$ cat src/verilog/dhcp_pkg.sv
package dhcp_pkg;

    // Buffer geometry
    localparam int BUF_ADDR_W = 9;                 // 512 bytes
    localparam int BUF_BANK_W = 2;                 // Four host banks of 128 bytes

    typedef logic [BUF_ADDR_W-1:0] buf_addr_t;
    typedef logic [7:0]            byte_t;
    typedef logic [31:0]           ip_addr_t;
    typedef logic [47:0]           mac_addr_t;

    // Receive side offsets
    localparam buf_addr_t PARTIAL_THRESHOLD = 9'd8;  // Enough bytes to check the XID
    localparam buf_addr_t XID_OFFSET        = 9'd4;  // XID occupies bytes 4 to 7

    // Transmit destination, always broadcast to the server port
    localparam logic [15:0] DHCP_SERVER_PORT = 16'd67;
    localparam ip_addr_t    BROADCAST_IP     = 32'hFFFF_FFFF;

    // Bits of a control register write
    localparam int CTRL_ACCEPT_BIT    = 0;         // Arm for next packet
    localparam int CTRL_TRANSMIT_BIT  = 4;         // Send buffer contents
    localparam int CTRL_IP_TOGGLE_BIT = 7;         // Flip IP valid

    // Host register map, port_id bits 4:0
    typedef enum logic [4:0] {
        REG_CONTROL   = 5'd0,
        REG_BANK      = 5'd1,
        REG_TX_LEN_LO = 5'd2,
        REG_TX_LEN_HI = 5'd3,
        REG_IP0       = 5'd4,
        REG_IP1       = 5'd5,
        REG_IP2       = 5'd6,
        REG_IP3       = 5'd7,
        REG_MAC0      = 5'd8,
        REG_MAC1      = 5'd9,
        REG_MAC2      = 5'd10,
        REG_MAC3      = 5'd11,
        REG_MAC4      = 5'd12,
        REG_MAC5      = 5'd13,
        REG_XID0      = 5'd16,
        REG_XID1      = 5'd17,
        REG_XID2      = 5'd18,
        REG_XID3      = 5'd19
    } reg_addr_e;

    // UDP core's answer to a transmit start
    typedef enum logic [1:0] {
        TX_RESULT_NONE     = 2'd0,
        TX_RESULT_ACCEPTED = 2'd1
    } tx_result_e;

    typedef struct packed {
        logic  write_strobe;
        byte_t port_id;                            // Bit 7 selects the buffer
        byte_t data;
    } host_bus_t;

    typedef struct packed {
        logic  start;
        byte_t data;
        logic  valid;
        logic  last;
    } udp_rx_t;

    typedef struct packed {
        logic        start;
        byte_t       data;
        logic        valid;
        logic        last;
        buf_addr_t   length;
        ip_addr_t    dst_ip;
        logic [15:0] dst_port;
    } udp_tx_t;

    typedef struct packed {
        logic     accepting;
        logic     partial_done;
        ip_addr_t xid;                             // Byte 4 of the packet in bits 7:0
    } rx_status_t;

endpackage

$ cat src/verilog/udp_tx_stream.sv
`timescale 1ns/10ps

module udp_tx_stream (
    input  logic                  clk,
    input  logic                  reset,
    input  logic                  transmit_cmd,
    input  dhcp_pkg::buf_addr_t   tx_length,     // Bytes to send minus 1
    input  dhcp_pkg::tx_result_e  tx_result,
    input  logic                  ready,
    input  dhcp_pkg::byte_t       buf_rd_data,
    output dhcp_pkg::udp_tx_t     tx_out,
    output dhcp_pkg::buf_addr_t   tx_addr,
    output logic                  transmitting
);

    logic start_req;   // Held until the UDP core accepts
    logic valid;
    logic accepted;    // Byte taken this cycle
    logic last_byte;

    assign accepted  = transmitting && valid && ready;
    assign last_byte = transmitting && (tx_addr == tx_length);

    always_ff @(posedge clk) begin
        if (reset) begin
            start_req    <= 1'b0;
            transmitting <= 1'b0;
            valid        <= 1'b0;
            tx_addr      <= '0;
        end else begin
            if (transmit_cmd)
                start_req <= 1'b1;
            else if (start_req && tx_result == dhcp_pkg::TX_RESULT_ACCEPTED)
                start_req <= 1'b0;

            if (transmit_cmd)
                transmitting <= 1'b1;
            else if (accepted && last_byte)
                transmitting <= 1'b0;   // Done after the final byte moves

            // Valid waits a cycle for the buffer read, drops after every accept
            if (!transmitting)
                valid <= 1'b0;
            else if (!valid)
                valid <= 1'b1;
            else if (ready)
                valid <= 1'b0;

            if (!transmitting)
                tx_addr <= '0;
            else if (accepted)
                tx_addr <= tx_addr + 9'd1;
        end
    end

    always_comb begin
        tx_out.start    = start_req;
        tx_out.data     = buf_rd_data;               // Holds with tx_addr under back-pressure
        tx_out.valid    = valid;
        tx_out.last     = last_byte;
        tx_out.length   = tx_length + 9'd1;
        tx_out.dst_ip   = dhcp_pkg::BROADCAST_IP;
        tx_out.dst_port = dhcp_pkg::DHCP_SERVER_PORT;
    end

    a_valid_in_frame : assert property (@(posedge clk) disable iff (reset)
                                        tx_out.valid |-> transmitting)
        else $error("Transmit valid outside a packet");

endmodule

$ cat config.mk
export PLATFORM = sky130hd
export DESIGN_NAME = udp_tx_stream
export DESIGN_NICKNAME = d
export VERILOG_FILES = /design/src/verilog/dhcp_pkg.sv /design/src/verilog/udp_tx_stream.sv
export SDC_FILE = /design/constraint.sdc
export NUM_CORES = 1
export LEC_CHECK = 0
export BUFFER_PORTS_ARGS = -buffer_cell sky130_fd_sc_hd__buf_2
export CORE_AREA = 2 2 61 63
export CTS_BUF_LIST = sky130_fd_sc_hd__clkbuf_4 sky130_fd_sc_hd__clkbuf_8
export DETAILED_ROUTE_END_ITERATION = 10
export DIE_AREA = 0 0 63 65
export PLACE_DENSITY = 0.77
export SYNTH_ARGS = -nofsm -noshare
export SYNTH_HDL_FRONTEND = slang
export SYNTH_SLANG_ARGS = --single-unit
$ cat constraint.sdc
create_clock -name clk -period 1.3 [get_ports clk]
set_input_delay 0.195 -clock clk [delete_from_list [all_inputs] [get_ports clk]]
set_output_delay 0.195 -clock clk [all_outputs]
set_load 0.1 [all_outputs]
Word-level counts from Yosys, hierarchy flattened. Index checks and enable logic that the tools add are counted.

Add/sub/neg operators: 2. Multiply operators: 0. Divide/modulo/power cells: 0. Order comparisons: 0. Equality and inequality tests: 2. Shift-type cells: 0. Multiplexer cells: 6. Bitwise gates (word level): 1. Reduce and logical (&&, ||, !) cells: 8.

Operators with widths (number): $add 9x1->9 const B (2); $eq 9x9->1 (1); $mux 1 (6); $logic_and 1x1->1 (5); $reduce_bool 2->1 (2); $eq 2x1->1 const B (1); $reduce_or 2->1 (1); $not 1->1 (1).

Register bits after elaboration: 12. Bits in latches: 0. Bits in writable memories: 0. Memory bits (read-only): 0. Bits of input ports: 23. Output and inout port bits: 78. Word-level logic and storage cells: 23. Memories kept: 0.

Depth between registers and ports, before layout.
Word-level depth: 5. Depth in mapped cells: 5. Gate-level depth less buffers: 5.

Worst setup path after synthesis. OpenSTA, ideal clock, no wires.

Kind: input -> output. Start point: input port tx_length[4]. End point: output port tx_out[56] (netlist bit). Data arrival time: 2.190 ns. Slack: -1.085 ns. Stages: 4. Buffers on the path: 0. Path through: and3_1 > and2_1 > nand4_1 > xnor2_1.

RTL lines: start, declared (line udp_tx_stream.sv:7) `input dhcp_pkg::buf_addr_t tx_length,`; end, declared (line udp_tx_stream.sv:11) `output dhcp_pkg::udp_tx_t tx_out,`.

==> impl_summary.md <==
Route
For this run, design rule violations remaining after detail routing come to 0. The via count is 1,000. The number of search-and-repair iterations in the first detailed-routing pass is 4. The detailed router's first-iteration violation count is 20. The total wire length is 2.938 mm. Dividing the detail-routed via count by the number of cells gives 3.984. The average wire per standard cell is 11.71 um. In this run the remaining antenna-violating nets after routing total 0.

Place
Routability-driven placement finished with a final weighted congestion of 0.7341. The post-detailed-placement cell area is 1879 um2. Prior to clock tree synthesis, the placed netlist has a worst setup slack of -249.9 ps. The number of I/O port buffers is 36. After legalization and detailed placement, the total HPWL measured 2.323 mm. Counting tap cells, the placed design contains a total of 240 instances.

CTS
The cts-stage hold buffer count is 0. The CTS tree is yes. The number of H-tree levels is 1. The number of buffers created by CTS is 3. For this design, the sink count on the clock tree is 12. The clock reaches the later pin of the worst-skew pair after 270 ps.

The clock-pin slew on the worst setup and hold paths is 70 ps. In this run the clock root is driven by a clkbuf_4. The clock passes through at most 2 buffers.

Finish
The number of antenna repair diodes is 0. The top cell types in the final layout, fill and taps aside, are conb_1 (48), buf_4 (26), buf_12 (21). The layout has 289 filler cells.

The final net count is 229. The count of non-filler cells in the finished layout is 251. Relative to the synthesized area, the layout overhead comes to 70.60%. The proportion of layout cells with a drive suffix above 1 is 51.72%. The library cell used most frequently in the layout, excluding fill and tap cells, is conb_1. Once layout is done, the placed cells without fillers occupy 2062 um2.

Status
The flow ran to the end, but the final reports show violations. The checks that failed: negative setup slack.

Timing
Setup violations remaining at the end of the flow were counted as 4. The number of hold-slack violations in the final timing report was 0. The ratio of final minimum period to clock period is 134.0%. The clock skew is 6.556 ps.

The total count of max-transition violations in the final report is 0. The final critical delay including setup and external delays is 1743 ps. Setup repair after global routing could not meet its margin everywhere. The maximum achievable frequency is 573.9 MHz. Once routing completed, OpenROAD measured the worst setup slack at -442.6 ps.

Yosys
After synthesis, the largest family of logic cells by area is buffers and inverters. The synthesized netlist devotes 1.967% of its cell area to compound gates. The xor/xnor share of the synthesized area is 17.39%. The synthesized netlist occupies a cell area of 1209 um2. Yosys printed 0 warnings. After Yosys synthesis, full adders, half adders and majority gates account for 2.070% of the synthesized area. The portion of the post-synthesis area used by sequential elements is 19.88%. Counting flops and latches in the post-synthesis netlist gives 12. The netlist uses 24 different library cells. The simple-gate area share of the yosys netlist is 20.08%. The multiplexer share of the synthesized area is 0%.

The average instance area after synthesis is 8.167 um2. Synthesis produced a netlist whose cell count is 148.

Setup path
The classification of the worst setup path is flop to primary output. The register-to-register setup slack is 80 ps. STA classifies the critical path startpoint as a flop.

The worst setup path is captured at a primary output. Data on the critical path arrives at its endpoint at 1550 ps. Along the worst path, the maximum fanout reaches 2. Data on the critical path is required at its endpoint by 1110 ps.

Global routing
The initial antenna violation count is 0. The total routing resource utilization after global routing is 13.70%. The first global-routing pass estimated 4.360 mm of wire. Entering global routing, the biggest net connects 11 pins. The aggregate global routing overflow is 0. The number of global-route vias before repair came to 928.

Die
The floorplan has 22 rows. The die covers 4095 um2. After floorplanning, the core was sized to cover 3496 um2. The floorplan die height is 65 um. The initial utilization of the core area, before any placement, comes to 34.57%. The width of the chip is 63 um.

The I/O pin count is 101.

Hold path
The min-delay analysis places its worst path in the category primary input to flop.

Power and ir drop
The worst-case IR drop observed on VDD is 0.0004451 V. The leakage power is 0.0009130 uW. The power density of the placed cells is 867.6 nW/um2.

Run
Max-cap violations in this run came to 0.
## synthesized netlist by cell type (all sizes together)
cell type	count	share of area, %
and3	2	1.0
and2	2	1.0
clkbuf	1	0.31
xnor2	15	11
nor4	1	0.52
ha	2	2.1
dfxtp	12	20
nor3	6	4.6
nand2	5	1.6
nand2b	2	1.0
o21bai	1	0.62
inv	2	0.62
nand3	8	4.3
conb	2	0.62
a31oi	1	0.52
a21oi	2	0.83
nand4	4	2.6
xor2	9	6.5
buf	60	37
nor2	11	3.4
## metrics by stage
| step | hold WS, ps | power, uW | setup TNS [ps] | util [%] |
|---|---|---|---|---|
| floorplan | 267.4 | 1503 | -988.8 | - |
| global placement | 377.8 | 1468 | -437.9 | 53.76 |
| detailed placement | 383.0 | 1478 | -682.6 | 53.76 |
| CTS | 94.26 | 1775 | -641.1 | 56.37 |
| global route | 106.8 | 1826 | -915.1 | 58.98 |
| finish | 90.97 | 1789 | -685.3 | 58.98 |
## per-layer routing
metal | track usage (%) | share of wire [%]
met1 | 13.60 | 34
met2 | 28.06 | 55
met3 | 1.736 | 8.2
met4 | 5.833 | 2.1
met5 | 0 | 0
## area by class of cell
cell class	instances	area, um2	area share [%]
timing repair buffer	66	778.2	37.74
inverter	2	7.507	0.3641
multi-input combinational	119	902.1	43.75
tap	48	60.06	2.913
clock buffer	4	36.28	1.760
sequential	12	277.8	13.47
## worst max-delay path: stages (launching register included)
cell	delay (ps)
dfxtp_4	360
xor2_2	140
nor4_2	330
and3_4	260
buf_12	170
## logic make-up (layout without fill, tap and decap cells)
logic type,Yosys count,after routing
xor+xnor,24,24
fa+ha+maj,2,2
buf+inv,63,72
compound gates,4,4
other cells,2,48
flops,12,12
simple gates,41,41
## registers in the layout (all words and copies together), names as in the netlist
register and count:
tx_addr 9, transmitting 1, valid 1, start_req 1
## timing repair
item / 4_1_cts / 5_1_grt
resized for setup: 11 / 12
setup endpoints to repair: 7 / 9
buffers inserted: 1 / 7
pin swaps: 7 / 12
hold endpoints to repair: 0 / 0
## power breakdown
| part | switching (uW) | internal (uW) | total, uW | leakage, uW |
|---|---|---|---|---|
| sequential | 9.35 | 355 | 364 | 0.000105 |
| clock | 120 | 170 | 291 | 0.0000210 |
| combinational | 916 | 218 | 1130 | 0.000787 |
## worst paths after layout
check / startpoint / end / cells after the start
worst max-delay path: tx_addr[3]$_SDFFE_PP0P_ / tx_out[57] / 4
worst max register to register: tx_addr[0]$_SDFFE_PP0P_ / tx_addr[8]$_SDFFE_PP0P_ / 6
worst min register to register: start_req$_SDFFE_PP0P_ / start_req$_SDFFE_PP0P_ / 2
worst min-delay path: reset / start_req$_SDFFE_PP0P_ / 2
(Power assumes the default switching activity.)
