<file path="src/verilog/dhcp_pkg.sv">
package dhcp_pkg;

    // Buffer geometry
    localparam int BUF_ADDR_W = 9;                 // 512 bytes
    localparam int BUF_BANK_W = 2;                 // Four host banks of 128 bytes

    typedef logic [BUF_ADDR_W-1:0] buf_addr_t;
    typedef logic [7:0]            byte_t;
    typedef logic [31:0]           ip_addr_t;
    typedef logic [47:0]           mac_addr_t;

    // Receive side offsets
    localparam buf_addr_t PARTIAL_THRESHOLD = 9'd8;  // Enough bytes to check the XID
    localparam buf_addr_t XID_OFFSET        = 9'd4;  // XID occupies bytes 4 to 7

    // Transmit destination, always broadcast to the server port
    localparam logic [15:0] DHCP_SERVER_PORT = 16'd67;
    localparam ip_addr_t    BROADCAST_IP     = 32'hFFFF_FFFF;

    // Bits of a control register write
    localparam int CTRL_ACCEPT_BIT    = 0;         // Arm for next packet
    localparam int CTRL_TRANSMIT_BIT  = 4;         // Send buffer contents
    localparam int CTRL_IP_TOGGLE_BIT = 7;         // Flip IP valid

    // Host register map, port_id bits 4:0
    typedef enum logic [4:0] {
        REG_CONTROL   = 5'd0,
        REG_BANK      = 5'd1,
        REG_TX_LEN_LO = 5'd2,
        REG_TX_LEN_HI = 5'd3,
        REG_IP0       = 5'd4,
        REG_IP1       = 5'd5,
        REG_IP2       = 5'd6,
        REG_IP3       = 5'd7,
        REG_MAC0      = 5'd8,
        REG_MAC1      = 5'd9,
        REG_MAC2      = 5'd10,
        REG_MAC3      = 5'd11,
        REG_MAC4      = 5'd12,
        REG_MAC5      = 5'd13,
        REG_XID0      = 5'd16,
        REG_XID1      = 5'd17,
        REG_XID2      = 5'd18,
        REG_XID3      = 5'd19
    } reg_addr_e;

    // UDP core's answer to a transmit start
    typedef enum logic [1:0] {
        TX_RESULT_NONE     = 2'd0,
        TX_RESULT_ACCEPTED = 2'd1
    } tx_result_e;

    typedef struct packed {
        logic  write_strobe;
        byte_t port_id;                            // Bit 7 selects the buffer
        byte_t data;
    } host_bus_t;

    typedef struct packed {
        logic  start;
        byte_t data;
        logic  valid;
        logic  last;
    } udp_rx_t;

    typedef struct packed {
        logic        start;
        byte_t       data;
        logic        valid;
        logic        last;
        buf_addr_t   length;
        ip_addr_t    dst_ip;
        logic [15:0] dst_port;
    } udp_tx_t;

    typedef struct packed {
        logic     accepting;
        logic     partial_done;
        ip_addr_t xid;                             // Byte 4 of the packet in bits 7:0
    } rx_status_t;

endpackage

</file>
<file path="src/verilog/udp_rx_capture.sv">
`timescale 1ns/10ps

module udp_rx_capture (
    input  logic                  clk,
    input  logic                  reset,
    input  dhcp_pkg::udp_rx_t     rx_in,
    input  logic                  accept_cmd,
    input  logic                  transmitting,
    output dhcp_pkg::rx_status_t  rx_status,
    output dhcp_pkg::buf_addr_t   rx_addr,
    output logic                  rx_write,
    output logic                  rx_active,
    output logic                  armed
);

    logic                start_q;          // Start from last cycle, for edge detect
    logic                start_edge;
    logic                going_to_accept;  // First cycle of a captured packet
    logic                accepting;
    logic                partial_done;
    dhcp_pkg::ip_addr_t  xid;
    dhcp_pkg::buf_addr_t xid_idx;
    logic                xid_byte;

    assign start_edge      = rx_in.start && !start_q;
    assign going_to_accept = armed && start_edge && !transmitting;
    assign rx_active       = going_to_accept || accepting;
    assign rx_write        = rx_active && rx_in.valid;   // Byte 0 lands in the start cycle

    // Offset into the XID field, only meaningful inside bytes 4 to 7
    assign xid_idx  = rx_addr - dhcp_pkg::XID_OFFSET;
    assign xid_byte = (rx_addr >= dhcp_pkg::XID_OFFSET) &&
                      (rx_addr < dhcp_pkg::XID_OFFSET + 9'd4);

    always_ff @(posedge clk) begin
        if (reset) begin
            start_q      <= 1'b0;
            armed        <= 1'b0;
            accepting    <= 1'b0;
            partial_done <= 1'b0;
            rx_addr      <= '0;
            xid          <= '0;
        end else begin
            start_q <= rx_in.start;

            // Armed by the host, spent at the next packet start
            if (accept_cmd)
                armed <= 1'b1;
            else if (start_edge && !transmitting)
                armed <= 1'b0;

            // A one-byte packet is written but never enters accepting
            if (going_to_accept && !rx_in.last)
                accepting <= 1'b1;
            else if (accepting && rx_in.last && rx_in.valid)
                accepting <= 1'b0;

            // Partial flag lets the host look at the XID mid-packet
            if (!accepting || armed)
                partial_done <= 1'b0;
            else if (rx_addr == dhcp_pkg::PARTIAL_THRESHOLD && rx_in.valid)
                partial_done <= 1'b1;

            if (!rx_active)
                rx_addr <= '0;                            // Parked at 0 between packets
            else if (rx_in.valid)
                rx_addr <= rx_addr + 9'd1;

            if (rx_write && xid_byte)
                xid[xid_idx[1:0]*8 +: 8] <= rx_in.data;   // Byte 4 into bits 7:0
        end
    end

    always_comb begin
        rx_status.accepting    = accepting;
        rx_status.partial_done = partial_done;
        rx_status.xid          = xid;
    end

endmodule

</file>
<file path="config.mk">
export PLATFORM = sky130hd
export DESIGN_NAME = udp_rx_capture
export DESIGN_NICKNAME = d
export VERILOG_FILES = /design/src/verilog/dhcp_pkg.sv /design/src/verilog/udp_rx_capture.sv
export SDC_FILE = /design/constraint.sdc
export NUM_CORES = 1
export LEC_CHECK = 0
export BUFFER_PORTS_ARGS = -buffer_cell sky130_fd_sc_hd__buf_2
export CELL_PAD_IN_SITES_DETAIL_PLACEMENT = 1
export CELL_PAD_IN_SITES_GLOBAL_PLACEMENT = 1
export CORE_MARGIN = 5
export CORE_UTILIZATION = 37
export DETAILED_ROUTE_END_ITERATION = 12
export GPL_TIMING_DRIVEN = 0
export PLACE_DENSITY_LB_ADDON = 0.1
export SLEW_MARGIN = 30
export SYNTH_ARGS = -nofsm -noshare
export SYNTH_HDL_FRONTEND = slang
export SYNTH_SLANG_ARGS = --single-unit
</file>
<file path="constraint.sdc">
create_clock -name clk -period 2.51 [get_ports clk]
set_input_delay 0 -clock clk [delete_from_list [all_inputs] [get_ports clk]]
set_output_delay 0 -clock clk [all_outputs]
set_load 0.01 [all_outputs]
</file>
[Word level (Yosys, flattened, before mapping)]
Cells that the tools add are included.
Cells by class
  add/subtract/negate cells: 3
  $lt $le $gt $ge: 2
  equal/unequal tests: 1
  shift operators: 2
  muxes and demuxes: 5
  bitwise logic cells: 1
  reduce and logical (&&, ||, !) cells: 21
Operators by type and width (number)
  $neg 5->34: 1
  $shift 8x34->32 const A: 1
  $shiftx 8x34->32: 1
  $bwmux 32: 1
  $logic_and 1x1->1: 11
  $add 9x1->9 const B: 1
  $eq 9x4->1 const B: 1
  $ge 9x3->1 const B: 1
  $lt 9x4->1 const B: 1
  $logic_not 1->1: 4
  $mux 1: 4
  $reduce_bool 2->1: 2
  $reduce_or 2->1: 2
  $logic_or 1x1->1: 2
  $sub 2x1->2 const B: 1
  $not 1->1: 1
Word-level totals
  register bits after elaboration: 45
  input bits: 15
  word-level logic and storage cells: 41

[Depth between registers and ports, before layout]
  depth in word-level cells: 7
  gate-level depth with buffers: 6

[Least setup slack after synthesis]
Ideal clock, no wire load.
  path type: register -> register
  start: reg rx_addr[8]
  end: reg xid[24]
  arrival time: 1.876 ns
  path slack: 0.513 ns
  cell stages (with the launch flop): 5
  buffers on the path: 0
  clock period less this slack: 1.997 ns
  cells stage by stage: dfxtp_1 or4b_4 a2111oi_4 a21oi_1 o2bb2ai_1
Between the ends
  word-level cells in the longest chain between the ends: 3
  elaborated cells between the ends (all ways): 4
  classes of those cells: order compare (2); reduce/logical (2)
Ends and longest elaborated chain
  from (decl): RTL line udp_rx_capture.sv:10  | output dhcp_pkg::buf_addr_t rx_addr,
  from (signal assigned): RTL line udp_rx_capture.sv:67  | rx_addr <= rx_addr + 9'd1;
  $ge 9x3->1 or $lt 9x4->1 (tied branches): RTL line udp_rx_capture.sv:32, udp_rx_capture.sv:33
  $logic_and 1x1->1 (*): RTL line udp_rx_capture.sv:32  | assign xid_byte = (rx_addr >= dhcp_pkg::XID_OFFSET) &&
  $logic_and 1x1->1 (*): RTL line udp_rx_capture.sv:69  | if (rx_write && xid_byte)
  to (signal, indexed assignment): RTL line udp_rx_capture.sv:70  | xid[xid_idx[1:0]*8 +: 8] <= rx_in.data;
  to (decl): RTL line udp_rx_capture.sv:21  | dhcp_pkg::ip_addr_t xid;
Mark *: on every way between the ends. The rest lies on a longest branch, timed or not.
A chain may end at the register's enable or synchronous reset.

[Worst setup path in the final report]
Ends and elaborated chain as after synthesis.

==> impl_metrics.json <==
{
  "p_sw_w": 0.0002782,
  "setup.worst_path.class": "flop to flop",
  "io_buffers": 58,
  "ios": 61,
  "synth_top_cell_by_area": "dfxtp_1",
  "fin_tns_setup_ps": 0,
  "crit_arrival_ps": 2360,
  "routed_wl_um": 4659,
  "cts_buffer_depth": 2,
  "worstMarginPinSlew_ps": 609.0,
  "grt_pass1_wl_um": 7824,
  "clkSlewWorstSetupHoldPaths_ps": 80,
  "ys_seq_elements": 45,
  "internal_power_w": 0.001044,
  "combPwrFrac_pct": 4.8,
  "drt-pass1-iter-count": 4,
  "peakVddDrop_mv": 0.2265,
  "grt_pass1_vias": 1580,
  "holdCritPathClass": "primary input to flop",
  "rsz0062_at_grt": "no",
  "yosys_warnings": 0,
  "gp_congestion": 0.8189,
  "fp.dieH_um": 79.44,
  "relSlewSlack_pct": 59.40,
  "synth_fp_nets": 189,
  "drive_gt1_share_pct": 32.24,
  "skew_ps": 9.621,
  "syn_to_final_growth_pct": 31.91,
  "setup_viol": 0,
  "rows": 25,
  "grt_usage_pct": 15.74,
  "dieArea_um2": 6311,
  "ys_top_cells_by_area": "dfxtp_1, a22o_1, o2bb2ai_1, nor2_1, ha_1",
  "power.density_nw_per_um2": 561.8,
  "switching_share_pct": 21.04,
  "critPathLaunchType": "flop",
  "utilization_pct": 50.16,
  "root_buffer": "clkbuf_8",
  "n_antenna_cell": 0,
  "ctsResizeCount": 0,
  "cts_made_buffers": 5,
  "netlist_instances": 169,
  "dr.first_iter.drc_count": 42,
  "drtAntennaViolNets": 0,
  "via_per_inst": 4.933,
  "yosys.cell_types.count": 28,
  "maxCapViolations": 0,
  "place_hpwl_um": 3532,
  "wire_per_inst_um": 15.58,
  "cts.sinks": 45,
  "cts_tree": "done",
  "postSynthAreaPerCell_um2": 10.56,
  "vias": 1475,
  "clockPowerShare_pct": 40.9,
  "cp_max_fo": 8,
  "post-route-drc-count": 0,
  "fin_crit_ps": 2177,
  "hold_viol": 0,
  "syn_area_um2": 1784,
  "outcome": "finished, final reports clean",
  "antenna_found_initial": 0,
  "nNetsFinal": 264,
  "leakagePower_nw": 1.065,
  "die_w_um": 79.44,
  "grt_max_degree": 15,
  "clkLatencyLatePin_ps": 300,
  "holdWs_ps": 11.11,
  "core_um2": 4692,
  "htreeDepth": 2,
  "min_period_over_period_pct": 86.75,
  "cp-end-kind": "flop",
  "p_total_w": 0.001322,
  "cp.required_ps": 2690,
  "p_seq_share_pct": 54.3,
  "yosys.area.top_type_share_pct": 50.49,
  "grt_overflow": 0,
  "max_freq_mhz": 459.3,
  "slew_viol_final": 0,
  "yosysSeqAreaShare_pct": 50.49,
  "initial_core_util_pct": 38.03
}
## flip-flops by register name (all words and copies together) (netlist names)
signal / flops
accepting: 1
start_q: 1
xid: 32
rx_addr: 9
partial_done: 1
armed: 1
## layout make-up
class                      count  area (um^2)
fill                         548         2338
sequential                    45        900.9
multi-input combinational    111        812.0
timing repair buffer          68        390.4
clock buffer                   6        72.57
tap                           54        67.56
buffer                         9        56.30
clock inverter                 2        38.79
inverter                       4        15.01
## routing by layer
metal / vias up / track usage (%) / share of wire, %
met3: 9 / 4.289 / 5.6
li1: 753 / - / -
met1: 667 / 20.08 / 47
met5: - / 0 / 0
met2: 46 / 25.13 / 45
met4: 0 / 6.186 / 2.0
## critical path, stage by stage (launching register included)
cell	delay, ps
dfxtp_1	340
or4b_4	570
a2111oi_4	610
a21oi_1	340
o2bb2ai_1	200
## synth_stat cells
| cell type | n |
|---|---|
| inv_1 | 4 |
| nand4bb_1 | 1 |
| nand4b_2 | 1 |
| buf_4 | 6 |
| o2bb2ai_1 | 8 |
| ha_1 | 5 |
| nor3_1 | 1 |
| or2_2 | 2 |
| clkbuf_1 | 3 |
| nand2b_1 | 1 |
| and2_1 | 9 |
| or4b_4 | 1 |
| nand2_1 | 11 |
| nor4_1 | 1 |
| nor2b_1 | 3 |
| o21ai_0 | 1 |
| a2111oi_4 | 1 |
| and4_1 | 3 |
| a22o_1 | 24 |
| xnor2_1 | 5 |
| a21oi_2 | 3 |
| xor2_1 | 3 |
| nand4_1 | 5 |
| nor2_1 | 18 |
| mux2i_1 | 1 |
| dfxtp_1 | 45 |
| a41oi_1 | 1 |
| a21oi_1 | 2 |
## worst paths after layout
path | slack (ps) | depth (start not counted) | startpoint | end
worst max-delay path | 330 | 4 | rx_addr[8]$_SDFFE_PP0P_ | xid[24]$_SDFFE_PP0P_
worst max register to register | 330 | 4 | rx_addr[8]$_SDFFE_PP0P_ | xid[24]$_SDFFE_PP0P_
worst min-delay path | 10 | 3 | rx_in[0] | accepting$_SDFFE_PP0P_
worst min register to register | 460 | 1 | xid[24]$_SDFFE_PP0P_ | xid[24]$_SDFFE_PP0P_
## timing repair
| action | in CTS | in global routing |
|---|---|---|
| hold buffers | 10 | 0 |
| buffers inserted | 0 | 0 |
| endpoints found under the hold margin | 18 | 0 |
## logic make-up (layout without fill, tap and decap cells)
family                     count (synthesis)  in the layout  share of synthesized area [%]
and+or+nand+nor                           57             57                          17.46
xor gates and xnor gates                   8              8                          3.927
buffers and inverters                     13             89                          3.997
adders and majority gates                  5              5                          3.506
DFF                                       45             45                          50.49
AOI/OAI and AO/OA                         40             40                          20.06
muxes                                      1              1                         0.5610
## placed cells by master, fill, tap and decap left out, drive strengths merged
cell type    count
buf             64
dfxtp           45
a22o            24
nor2            18
nand2           11
dlygate4sd3     10
and2             9
clkbuf           9
o2bb2ai          8
nand4            5
xnor2            5
ha               5
a21oi            5
inv              4
nor2b            3
and4             3
xor2             3
or2              2
nand4bb          1
or4b             1
nand2b           1
a2111oi          1
nor3             1
mux2i            1
nand4b           1
o21ai            1
a41oi            1
nor4             1
clkinv           1
bufinv           1
## power by group through the flow
stage | Clock (W) | Combinational [W] | Sequential, W
2_1_floorplan | 0 | 0.0000265 | 0.000735
3_3_place_gp | 0 | 0.0000500 | 0.000735
3_5_place_dp | 0 | 0.0000516 | 0.000735
4_1_cts | 0.000564 | 0.0000638 | 0.000718
5_1_grt | 0.000591 | 0.0000695 | 0.000719
6_report | 0.000541 | 0.0000630 | 0.000718
## through the flow
step                instance area (um^2)  std cells  setup WS, ps
floorplan                           1784        169         513.4
global placement                    2142        281         361.2
detailed placement                  2142        281         302.7
CTS                                 2354        299         308.0
global route                        2354        299         171.5
finish                              2354        299         332.6
No activity file was read; power rests on OpenSTA's default activity.
