<file path="config.mk">
export PLATFORM = sky130hd
export DESIGN_NAME = host_regs
export DESIGN_NICKNAME = d
export VERILOG_FILES = /design/src/verilog/dhcp_pkg.sv /design/src/verilog/host_regs.sv
export SDC_FILE = /design/constraint.sdc
export NUM_CORES = 1
export LEC_CHECK = 0
export BUFFER_PORTS_ARGS = -buffer_cell sky130_fd_sc_hd__buf_4
export CELL_PAD_IN_SITES_DETAIL_PLACEMENT = 1
export CELL_PAD_IN_SITES_GLOBAL_PLACEMENT = 1
export CORE_ASPECT_RATIO = 0.5
export CORE_MARGIN = 3
export CORE_UTILIZATION = 25
export CTS_CLUSTER_SIZE = 30
export DETAILED_ROUTE_END_ITERATION = 12
export PLACE_DENSITY_LB_ADDON = 0.25
export SYNTH_ARGS = -nofsm -noshare
export SYNTH_HDL_FRONTEND = slang
export SYNTH_SLANG_ARGS = --single-unit
</file>
<file path="constraint.sdc">
create_clock -name clk -period 2.3 [get_ports clk]
set_clock_uncertainty 0.1 [all_clocks]
set_input_delay 0.23 -clock clk [delete_from_list [all_inputs] [get_ports clk]]
set_output_delay 0.23 -clock clk [all_outputs]
set_load 0.01 [all_outputs]
</file>
<file path="src/verilog/dhcp_pkg.sv">
package dhcp_pkg;

    // Buffer geometry
    localparam int BUF_ADDR_W = 9;                 // 512 bytes
    localparam int BUF_BANK_W = 2;                 // Four host banks of 128 bytes

    typedef logic [BUF_ADDR_W-1:0] buf_addr_t;
    typedef logic [7:0]            byte_t;
    typedef logic [31:0]           ip_addr_t;
    typedef logic [47:0]           mac_addr_t;

    // Receive side offsets
    localparam buf_addr_t PARTIAL_THRESHOLD = 9'd8;  // Enough bytes to check the XID
    localparam buf_addr_t XID_OFFSET        = 9'd4;  // XID occupies bytes 4 to 7

    // Transmit destination, always broadcast to the server port
    localparam logic [15:0] DHCP_SERVER_PORT = 16'd67;
    localparam ip_addr_t    BROADCAST_IP     = 32'hFFFF_FFFF;

    // Bits of a control register write
    localparam int CTRL_ACCEPT_BIT    = 0;         // Arm for next packet
    localparam int CTRL_TRANSMIT_BIT  = 4;         // Send buffer contents
    localparam int CTRL_IP_TOGGLE_BIT = 7;         // Flip IP valid

    // Host register map, port_id bits 4:0
    typedef enum logic [4:0] {
        REG_CONTROL   = 5'd0,
        REG_BANK      = 5'd1,
        REG_TX_LEN_LO = 5'd2,
        REG_TX_LEN_HI = 5'd3,
        REG_IP0       = 5'd4,
        REG_IP1       = 5'd5,
        REG_IP2       = 5'd6,
        REG_IP3       = 5'd7,
        REG_MAC0      = 5'd8,
        REG_MAC1      = 5'd9,
        REG_MAC2      = 5'd10,
        REG_MAC3      = 5'd11,
        REG_MAC4      = 5'd12,
        REG_MAC5      = 5'd13,
        REG_XID0      = 5'd16,
        REG_XID1      = 5'd17,
        REG_XID2      = 5'd18,
        REG_XID3      = 5'd19
    } reg_addr_e;

    // UDP core's answer to a transmit start
    typedef enum logic [1:0] {
        TX_RESULT_NONE     = 2'd0,
        TX_RESULT_ACCEPTED = 2'd1
    } tx_result_e;

    typedef struct packed {
        logic  write_strobe;
        byte_t port_id;                            // Bit 7 selects the buffer
        byte_t data;
    } host_bus_t;

    typedef struct packed {
        logic  start;
        byte_t data;
        logic  valid;
        logic  last;
    } udp_rx_t;

    typedef struct packed {
        logic        start;
        byte_t       data;
        logic        valid;
        logic        last;
        buf_addr_t   length;
        ip_addr_t    dst_ip;
        logic [15:0] dst_port;
    } udp_tx_t;

    typedef struct packed {
        logic     accepting;
        logic     partial_done;
        ip_addr_t xid;                             // Byte 4 of the packet in bits 7:0
    } rx_status_t;

endpackage

</file>
<file path="src/verilog/host_regs.sv">
`timescale 1ns/10ps

module host_regs (
    input  logic                               clk,
    input  logic                               reset,
    input  dhcp_pkg::host_bus_t                host,
    input  dhcp_pkg::mac_addr_t                mac_address,
    input  logic                               do_dhcp,
    input  dhcp_pkg::rx_status_t               rx_status,
    input  logic                               armed,
    input  logic                               transmitting,
    input  dhcp_pkg::byte_t                    buf_rd_data,
    output logic                               accept_cmd,
    output logic                               transmit_cmd,
    output dhcp_pkg::buf_addr_t                tx_length,
    output logic [dhcp_pkg::BUF_BANK_W-1:0]    bank,
    output dhcp_pkg::ip_addr_t                 ip_address,
    output logic                               ip_address_valid,
    output dhcp_pkg::byte_t                    rd_data
);

    logic            reg_write;
    logic [4:0]      reg_sel;
    logic            control_write;
    logic            dhcp_seen;       // Sticky until reset
    dhcp_pkg::byte_t status;
    dhcp_pkg::byte_t reg_mux;
    dhcp_pkg::byte_t reg_rd_q;
    logic            buf_sel_q;       // Previous access went to the buffer

    assign reg_write     = host.write_strobe && !host.port_id[7];
    assign reg_sel       = host.port_id[4:0];    // Bits 6:5 are ignored
    assign control_write = reg_write && (reg_sel == dhcp_pkg::REG_CONTROL);

    // Command pulses last as long as the strobe
    assign accept_cmd   = control_write && host.data[dhcp_pkg::CTRL_ACCEPT_BIT];
    assign transmit_cmd = control_write && host.data[dhcp_pkg::CTRL_TRANSMIT_BIT];

    assign status = {ip_address_valid, dhcp_seen, 1'b0, transmitting,
                     1'b0, rx_status.partial_done, rx_status.accepting, armed};

    always_ff @(posedge clk) begin
        if (reset) begin
            tx_length        <= '0;
            bank             <= '0;
            ip_address       <= '0;
            ip_address_valid <= 1'b0;
            dhcp_seen        <= 1'b0;
        end else begin
            if (do_dhcp)
                dhcp_seen <= 1'b1;

            if (control_write && host.data[dhcp_pkg::CTRL_IP_TOGGLE_BIT])
                ip_address_valid <= ~ip_address_valid;

            if (reg_write) begin
                case (reg_sel)
                    dhcp_pkg::REG_BANK:      bank           <= host.data[dhcp_pkg::BUF_BANK_W-1:0];
                    dhcp_pkg::REG_TX_LEN_LO: tx_length[7:0] <= host.data;
                    dhcp_pkg::REG_TX_LEN_HI: tx_length[8]   <= host.data[0];   // Only bit 0 kept
                    dhcp_pkg::REG_IP0:       ip_address[7:0]   <= host.data;
                    dhcp_pkg::REG_IP1:       ip_address[15:8]  <= host.data;
                    dhcp_pkg::REG_IP2:       ip_address[23:16] <= host.data;
                    dhcp_pkg::REG_IP3:       ip_address[31:24] <= host.data;
                    default: ;                               // Control handled above, rest read-only
                endcase
            end
        end
    end

    // Register read mux, MAC is big-endian
    always_comb begin
        case (reg_sel)
            dhcp_pkg::REG_CONTROL:   reg_mux = status;
            dhcp_pkg::REG_BANK:      reg_mux = {{(8-dhcp_pkg::BUF_BANK_W){1'b0}}, bank};
            dhcp_pkg::REG_TX_LEN_LO: reg_mux = tx_length[7:0];
            dhcp_pkg::REG_TX_LEN_HI: reg_mux = {7'd0, tx_length[8]};
            dhcp_pkg::REG_IP0:       reg_mux = ip_address[7:0];
            dhcp_pkg::REG_IP1:       reg_mux = ip_address[15:8];
            dhcp_pkg::REG_IP2:       reg_mux = ip_address[23:16];
            dhcp_pkg::REG_IP3:       reg_mux = ip_address[31:24];
            dhcp_pkg::REG_MAC0:      reg_mux = mac_address[47:40];
            dhcp_pkg::REG_MAC1:      reg_mux = mac_address[39:32];
            dhcp_pkg::REG_MAC2:      reg_mux = mac_address[31:24];
            dhcp_pkg::REG_MAC3:      reg_mux = mac_address[23:16];
            dhcp_pkg::REG_MAC4:      reg_mux = mac_address[15:8];
            dhcp_pkg::REG_MAC5:      reg_mux = mac_address[7:0];
            dhcp_pkg::REG_XID0:      reg_mux = rx_status.xid[7:0];
            dhcp_pkg::REG_XID1:      reg_mux = rx_status.xid[15:8];
            dhcp_pkg::REG_XID2:      reg_mux = rx_status.xid[23:16];
            dhcp_pkg::REG_XID3:      reg_mux = rx_status.xid[31:24];
            default:                 reg_mux = 8'h00;    // Unmapped
        endcase
    end

    // Registers line up with the buffer's synchronous read
    always_ff @(posedge clk) begin
        reg_rd_q  <= reg_mux;
        buf_sel_q <= host.port_id[7];
    end

    assign rd_data = buf_sel_q ? buf_rd_data : reg_rd_q;

endmodule

</file>
**Word level (Yosys, flattened, before mapping)**

Cells that the tools add are included.

- Bits in registers: 54
- Latch bits: 0
- Memory bits (writable): 0
- ROM bits: 0
- Input bits: 112
- Output and inout bits: 54
- Word-level logic and storage cells: 45
- Memories: 0

- Add/subtract/negate cells: 0
- $mul: 0
- Divide/modulo/power cells: 0
- $lt $le $gt $ge: 0
- Equal/unequal tests: 17
- Shifts and indexed selects: 0
- Multiplexer cells: 2
- Bitwise operators: 1
- Reduce and logical (&&, ||, !) cells: 14

Operators by type and width:

| kind | count |
|---|---|
| one-hot mux 8 bit (18 select lines) | 1 |
| equality test 5 x 4 -> 1 bit (second input constant) | 6 |
| equality test 5 x 3 -> 1 bit (second input constant) | 4 |
| equality test 5 bit (second input constant) | 4 |
| AND reduction 2 bit | 7 |
| equality test 5 x 2 -> 1 bit (second input constant) | 2 |
| 2-to-1 mux 8 bit | 1 |
| equality test 5 x 1 -> 1 bit (second input constant) | 1 |
| logical AND 1 bit | 5 |
| zero test 5 bit | 1 |
| zero test 1 bit | 1 |
| inverter 1 bit | 1 |

**Longest topological paths before layout**

- Depth in word-level cells: 4
- Mapped depth: 8
- Mapped depth without buffers: 5

**Least setup slack after synthesis**

Ideal clock, no wire load.

- Path type: input-to-output
- Start point: in host[11] (netlist bit)
- End point: out accept_cmd
- Arrival: 1.400 ns
- Required time: 1.970 ns
- Path slack: 0.570 ns
- Stages on the path: 5
- Path buffers: 2
- Cell sequence: buf_2 > or4b_1 > buf_2 > nor4_2 > and2_1

- Word-level cells in the longest chain between the ends: 3

Ends and longest elaborated chain:

| item | line | source |
|---|---|---|
| from (decl) | host_regs.sv:6 | `input dhcp_pkg::host_bus_t host,` |
| zero test 5 bit | host_regs.sv:33 | `assign control_write = reg_write && (reg_sel == dhcp_pkg::REG_CONTROL);` |
| logical AND 1 bit | host_regs.sv:33 |  |
| logical AND 1 bit | host_regs.sv:36 | `assign accept_cmd = control_write && host.data[dhcp_pkg::CTRL_ACCEPT_BIT];` |
| to (decl) | host_regs.sv:13 | `output logic accept_cmd,` |

Every way passes these cells.

**Worst setup path in the final report**

- Start point: in host[12] (netlist bit)
- End point: out transmit_cmd

- Word-level cells in the longest chain between the ends: 3

Ends and longest elaborated chain:

| item | line | source |
|---|---|---|
| zero test 5 bit | host_regs.sv:33 |  |
| logical AND 1 bit | host_regs.sv:33 |  |
| logical AND 1 bit | host_regs.sv:37 | `assign transmit_cmd = control_write && host.data[dhcp_pkg::CTRL_TRANSMIT_BIT];` |
| to (decl) | host_regs.sv:14 | `output logic transmit_cmd,` |

Every way passes these cells.

==> impl_summary.txt <==
----------------------------------------------------
[Clocking]
  Post-CTS resize count ... 0
  CTS clock-pin slew for the worst setup and hold paths ... 0.07 ns
  H-Tree Level Count ... 2
  Clock tree from TritonCTS ... done
  Sinks on the clock net ... 54
  Hold_buf cts ... 0
  Clk buf depth ... 2
  Root buffer cell ... clkbuf_16
  Inserted Clock Buffers ... 5
  Post-CTS Setup Inserts ... 0
  Clock latency of the later-clocked register in the worst-skew pair ... 0.30 ns

[Finish]
  Post-layout util ... 0.3969
  Final instance area ... 4783 µm²
  Most common cell after layout, fill and taps aside ... buf_4
  ANT cells ... 0
  Filler-free cell count of the finished design ... 693
  Leading cell types in the layout, fill and taps excluded ... 186 x buf_4, 54 x dfxtp_1, 53 x mux2i_1
  Layout cell share with drive strength beyond 1 ... 0.4034
  Final #Nets ... 640
  Area added between synthesis and finish ... 51.53%

[Synthesis]
  Most used DFF post-synth ... dfxtp_1
  Cell count after synthesis ... 363
  Cell types with the largest area share after synthesis ... dfxtp_1 34%, mux2i_1 17%, nor2_1 5.7%
  Number of flip-flops and latches in the synthesized netlist ... 54
  Async set or reset register ratio after synthesis ... 0
  Net count of the mapped netlist ... 475
  Mapped Avg Cell Area ... 8.696 µm²
  Post-synth top area share ... 0.3424
  Count of flip-flops with a built-in enable after synthesis ... 0
  Number of library cell types mapped by synthesis ... 52
  Netlist area before placement ... 3157 µm²
  Yosys warning total ... 0
  Portion of the post-synthesis area used by sequential elements ... 0.3424
  Cell type with the highest aggregate area in the netlist ... dfxtp_1

[Placement]
  Placer Congestion ... 0.8503
  I/O Buffers ... 163
  Area after DPL ... 4619 µm²
  Number of cells after detailed placement ... 686
  Placed wire-length estimate ... 11.54 mm

[Power and ir drop]
  Max VDD drop ... 0.2260 mV
  Pwr/cell area ... 477.8 nW/µm²
  Leakage ... 0.002215 µW

[Timing]
  Relative slew slack ... 0.5455
  Sum of negative setup slack ... 0 ns
  Transition at the pin with the smallest max-transition slack ... 0.6766 ns
  Tmin final ... 1.963 ns
  Number of hold violations in the final report ... 0
  Count of endpoints failing setup in the final report ... 0
  Count of final max-slew check failures ... 0
  Period utilization ... 0.8535
  Unrepaired setup endpoints after global routing ... no
  F_max ... 0.5094 GHz
  Tightest hold margin ... 0.01528 ns

[Hold path]
  Worst Hold Class ... primary input to register

[Critical path]
  Buffers & Inverters on Critical Path ... 2
  Critical path data arrival time ... 1.63 ns
  WP data required ... 1.97 ns
  Slowest cell on crit path ... or4b_1
  Top delay family on crit path ... simple AND/OR/NAND/NOR gates
  Worst-path fanout max ... 14
  Kind of end point of the critical path ... output pin
  Cell occurring most often along the worst timing path ... buf_4
  Kind of start point of the critical path ... primary input
  Ordered cell list for the critical path ... buf_4 -> or4b_1 -> nor4_2 -> and2_1 -> buf_4
  Worst stage delay on the critical path ... 0.61 ns
  Classification of the worst setup path ... primary input to output pin

[Global route]
  Global-route wire length before repair ... 21.45 mm
  GRT Util Overall ... 0.2026
  Initial antenna violation count ... 0
  Largest net degree at the start of global routing ... 46
  Via count of the first global-routing pass ... 3567
  GR Overflow Total ... 0

[Detailed routing]
  Via density per instance ... 5.045
  Number of DRC markers after the initial detailed-route iteration ... 184
  Residual DRC ... 0
  Sum of routed wire length over all layers ... 14.68 mm
  Antenna viol nets, final ... 0
  Routed WL per cell ... 21.18 µm
  Number of optimization iterations in the first detailed-route pass ... 6
  Routed vias ... 3496

[Outcome]
  Result of the run ... completed

[Floorplan]
  Die X-Extent ... 164.9 µm
  Die outline height ... 85.46 µm
  Number of top-level pins ... 166
  Placeable core area ... 12050 µm²
  Die ar. ... 14090 µm²
  Num rows ... 28
  Initial core utilization ... 0.2619

[Run]
  Number of violations of the max-capacitance limit ... 0

----------------------------------------------------
-- state kept, by name (all words and copies together), names as in the netlist --
register and count:
tx_length 9, dhcp_seen 1, buf_sel_q 1, ip_address 32
reg_rd_q 8, bank 2, ip_address_valid 1
-- synth_stat cells (all sizes together), types with 2 or more instances --
library cell  count
o21ai            10
clkbuf           10
and3              2
nor4              3
o2bb2ai           2
a2111oi           2
nor3              8
nand2            21
and2              3
a22o              7
a21oi            19
nand3b            3
nor2b             7
a32o              6
a22oi            11
o32ai             3
nand2b            4
a221oi            5
or4b              3
mux2i            53
a32oi             2
or3               4
nor3b             2
mux2             10
nand3            22
dfxtp            54
nor2             50
nand4             5
buf              18
-- worst paths after layout --
kind                              startpoint           end  slack [ns]  depth (start not counted)
worst min-delay path                host[15]     buf_sel_q        0.02                          1
worst min register to register  tx_length[0]  tx_length[0]        0.39                          2
worst max register to register       bank[1]   reg_rd_q[1]        0.54                          5
worst max-delay path                host[12]  transmit_cmd        0.34                          5
-- layout make-up --
| type | count | area [µm²] |
|---|---|---|
| clock buffer | 5 | 125.1 |
| timing repair buffer | 186 | 1396 |
| clock inverter | 2 | 38.79 |
| fill | 1447 | 7268 |
| tap | 165 | 206.4 |
| sequential | 54 | 1081 |
| inverter | 1 | 3.754 |
| multi-input combinational | 280 | 1932 |
-- metrics by stage --
| stage | setup WS, ns | power (µW) |
|---|---|---|
| after floorplan | 0.5697 | 1156 |
| after global placement | 0.2515 | 1409 |
| after detailed placement | 0.2278 | 1412 |
| after CTS | 0.3120 | 2306 |
| after global routing | 0.2448 | 2374 |
| final | 0.3369 | 2285 |
-- power by group --
part	total (µW)	leakage, µW	switching, µW	internal, µW
registers	963	0.000437	11.6	951
clock network	895	0.0000799	384	511
logic	427	0.00170	199	228
total	2290	0.00222	594	1690
-- routing by layer --
metal	up-vias	track usage	wire length (µm)
li1	1674	-	-
met1	1697	0.2992	7216
met2	116	0.3113	6325
met3	9	0.03998	1046
met4	0	0.02740	89
met5	-	0	0
-- cells by family after synthesis --
family                    after synthesis  share of synthesized area
AOI/OAI and AO/OA                      75                     0.1693
xor gates and xnor gates                1                   0.002775
buffers and inverters                  29                    0.04558
DFF                                    54                     0.3425
muxes                                  64                     0.2109
and+or+nand+nor                       140                     0.2291
(Power assumes the default switching activity.)
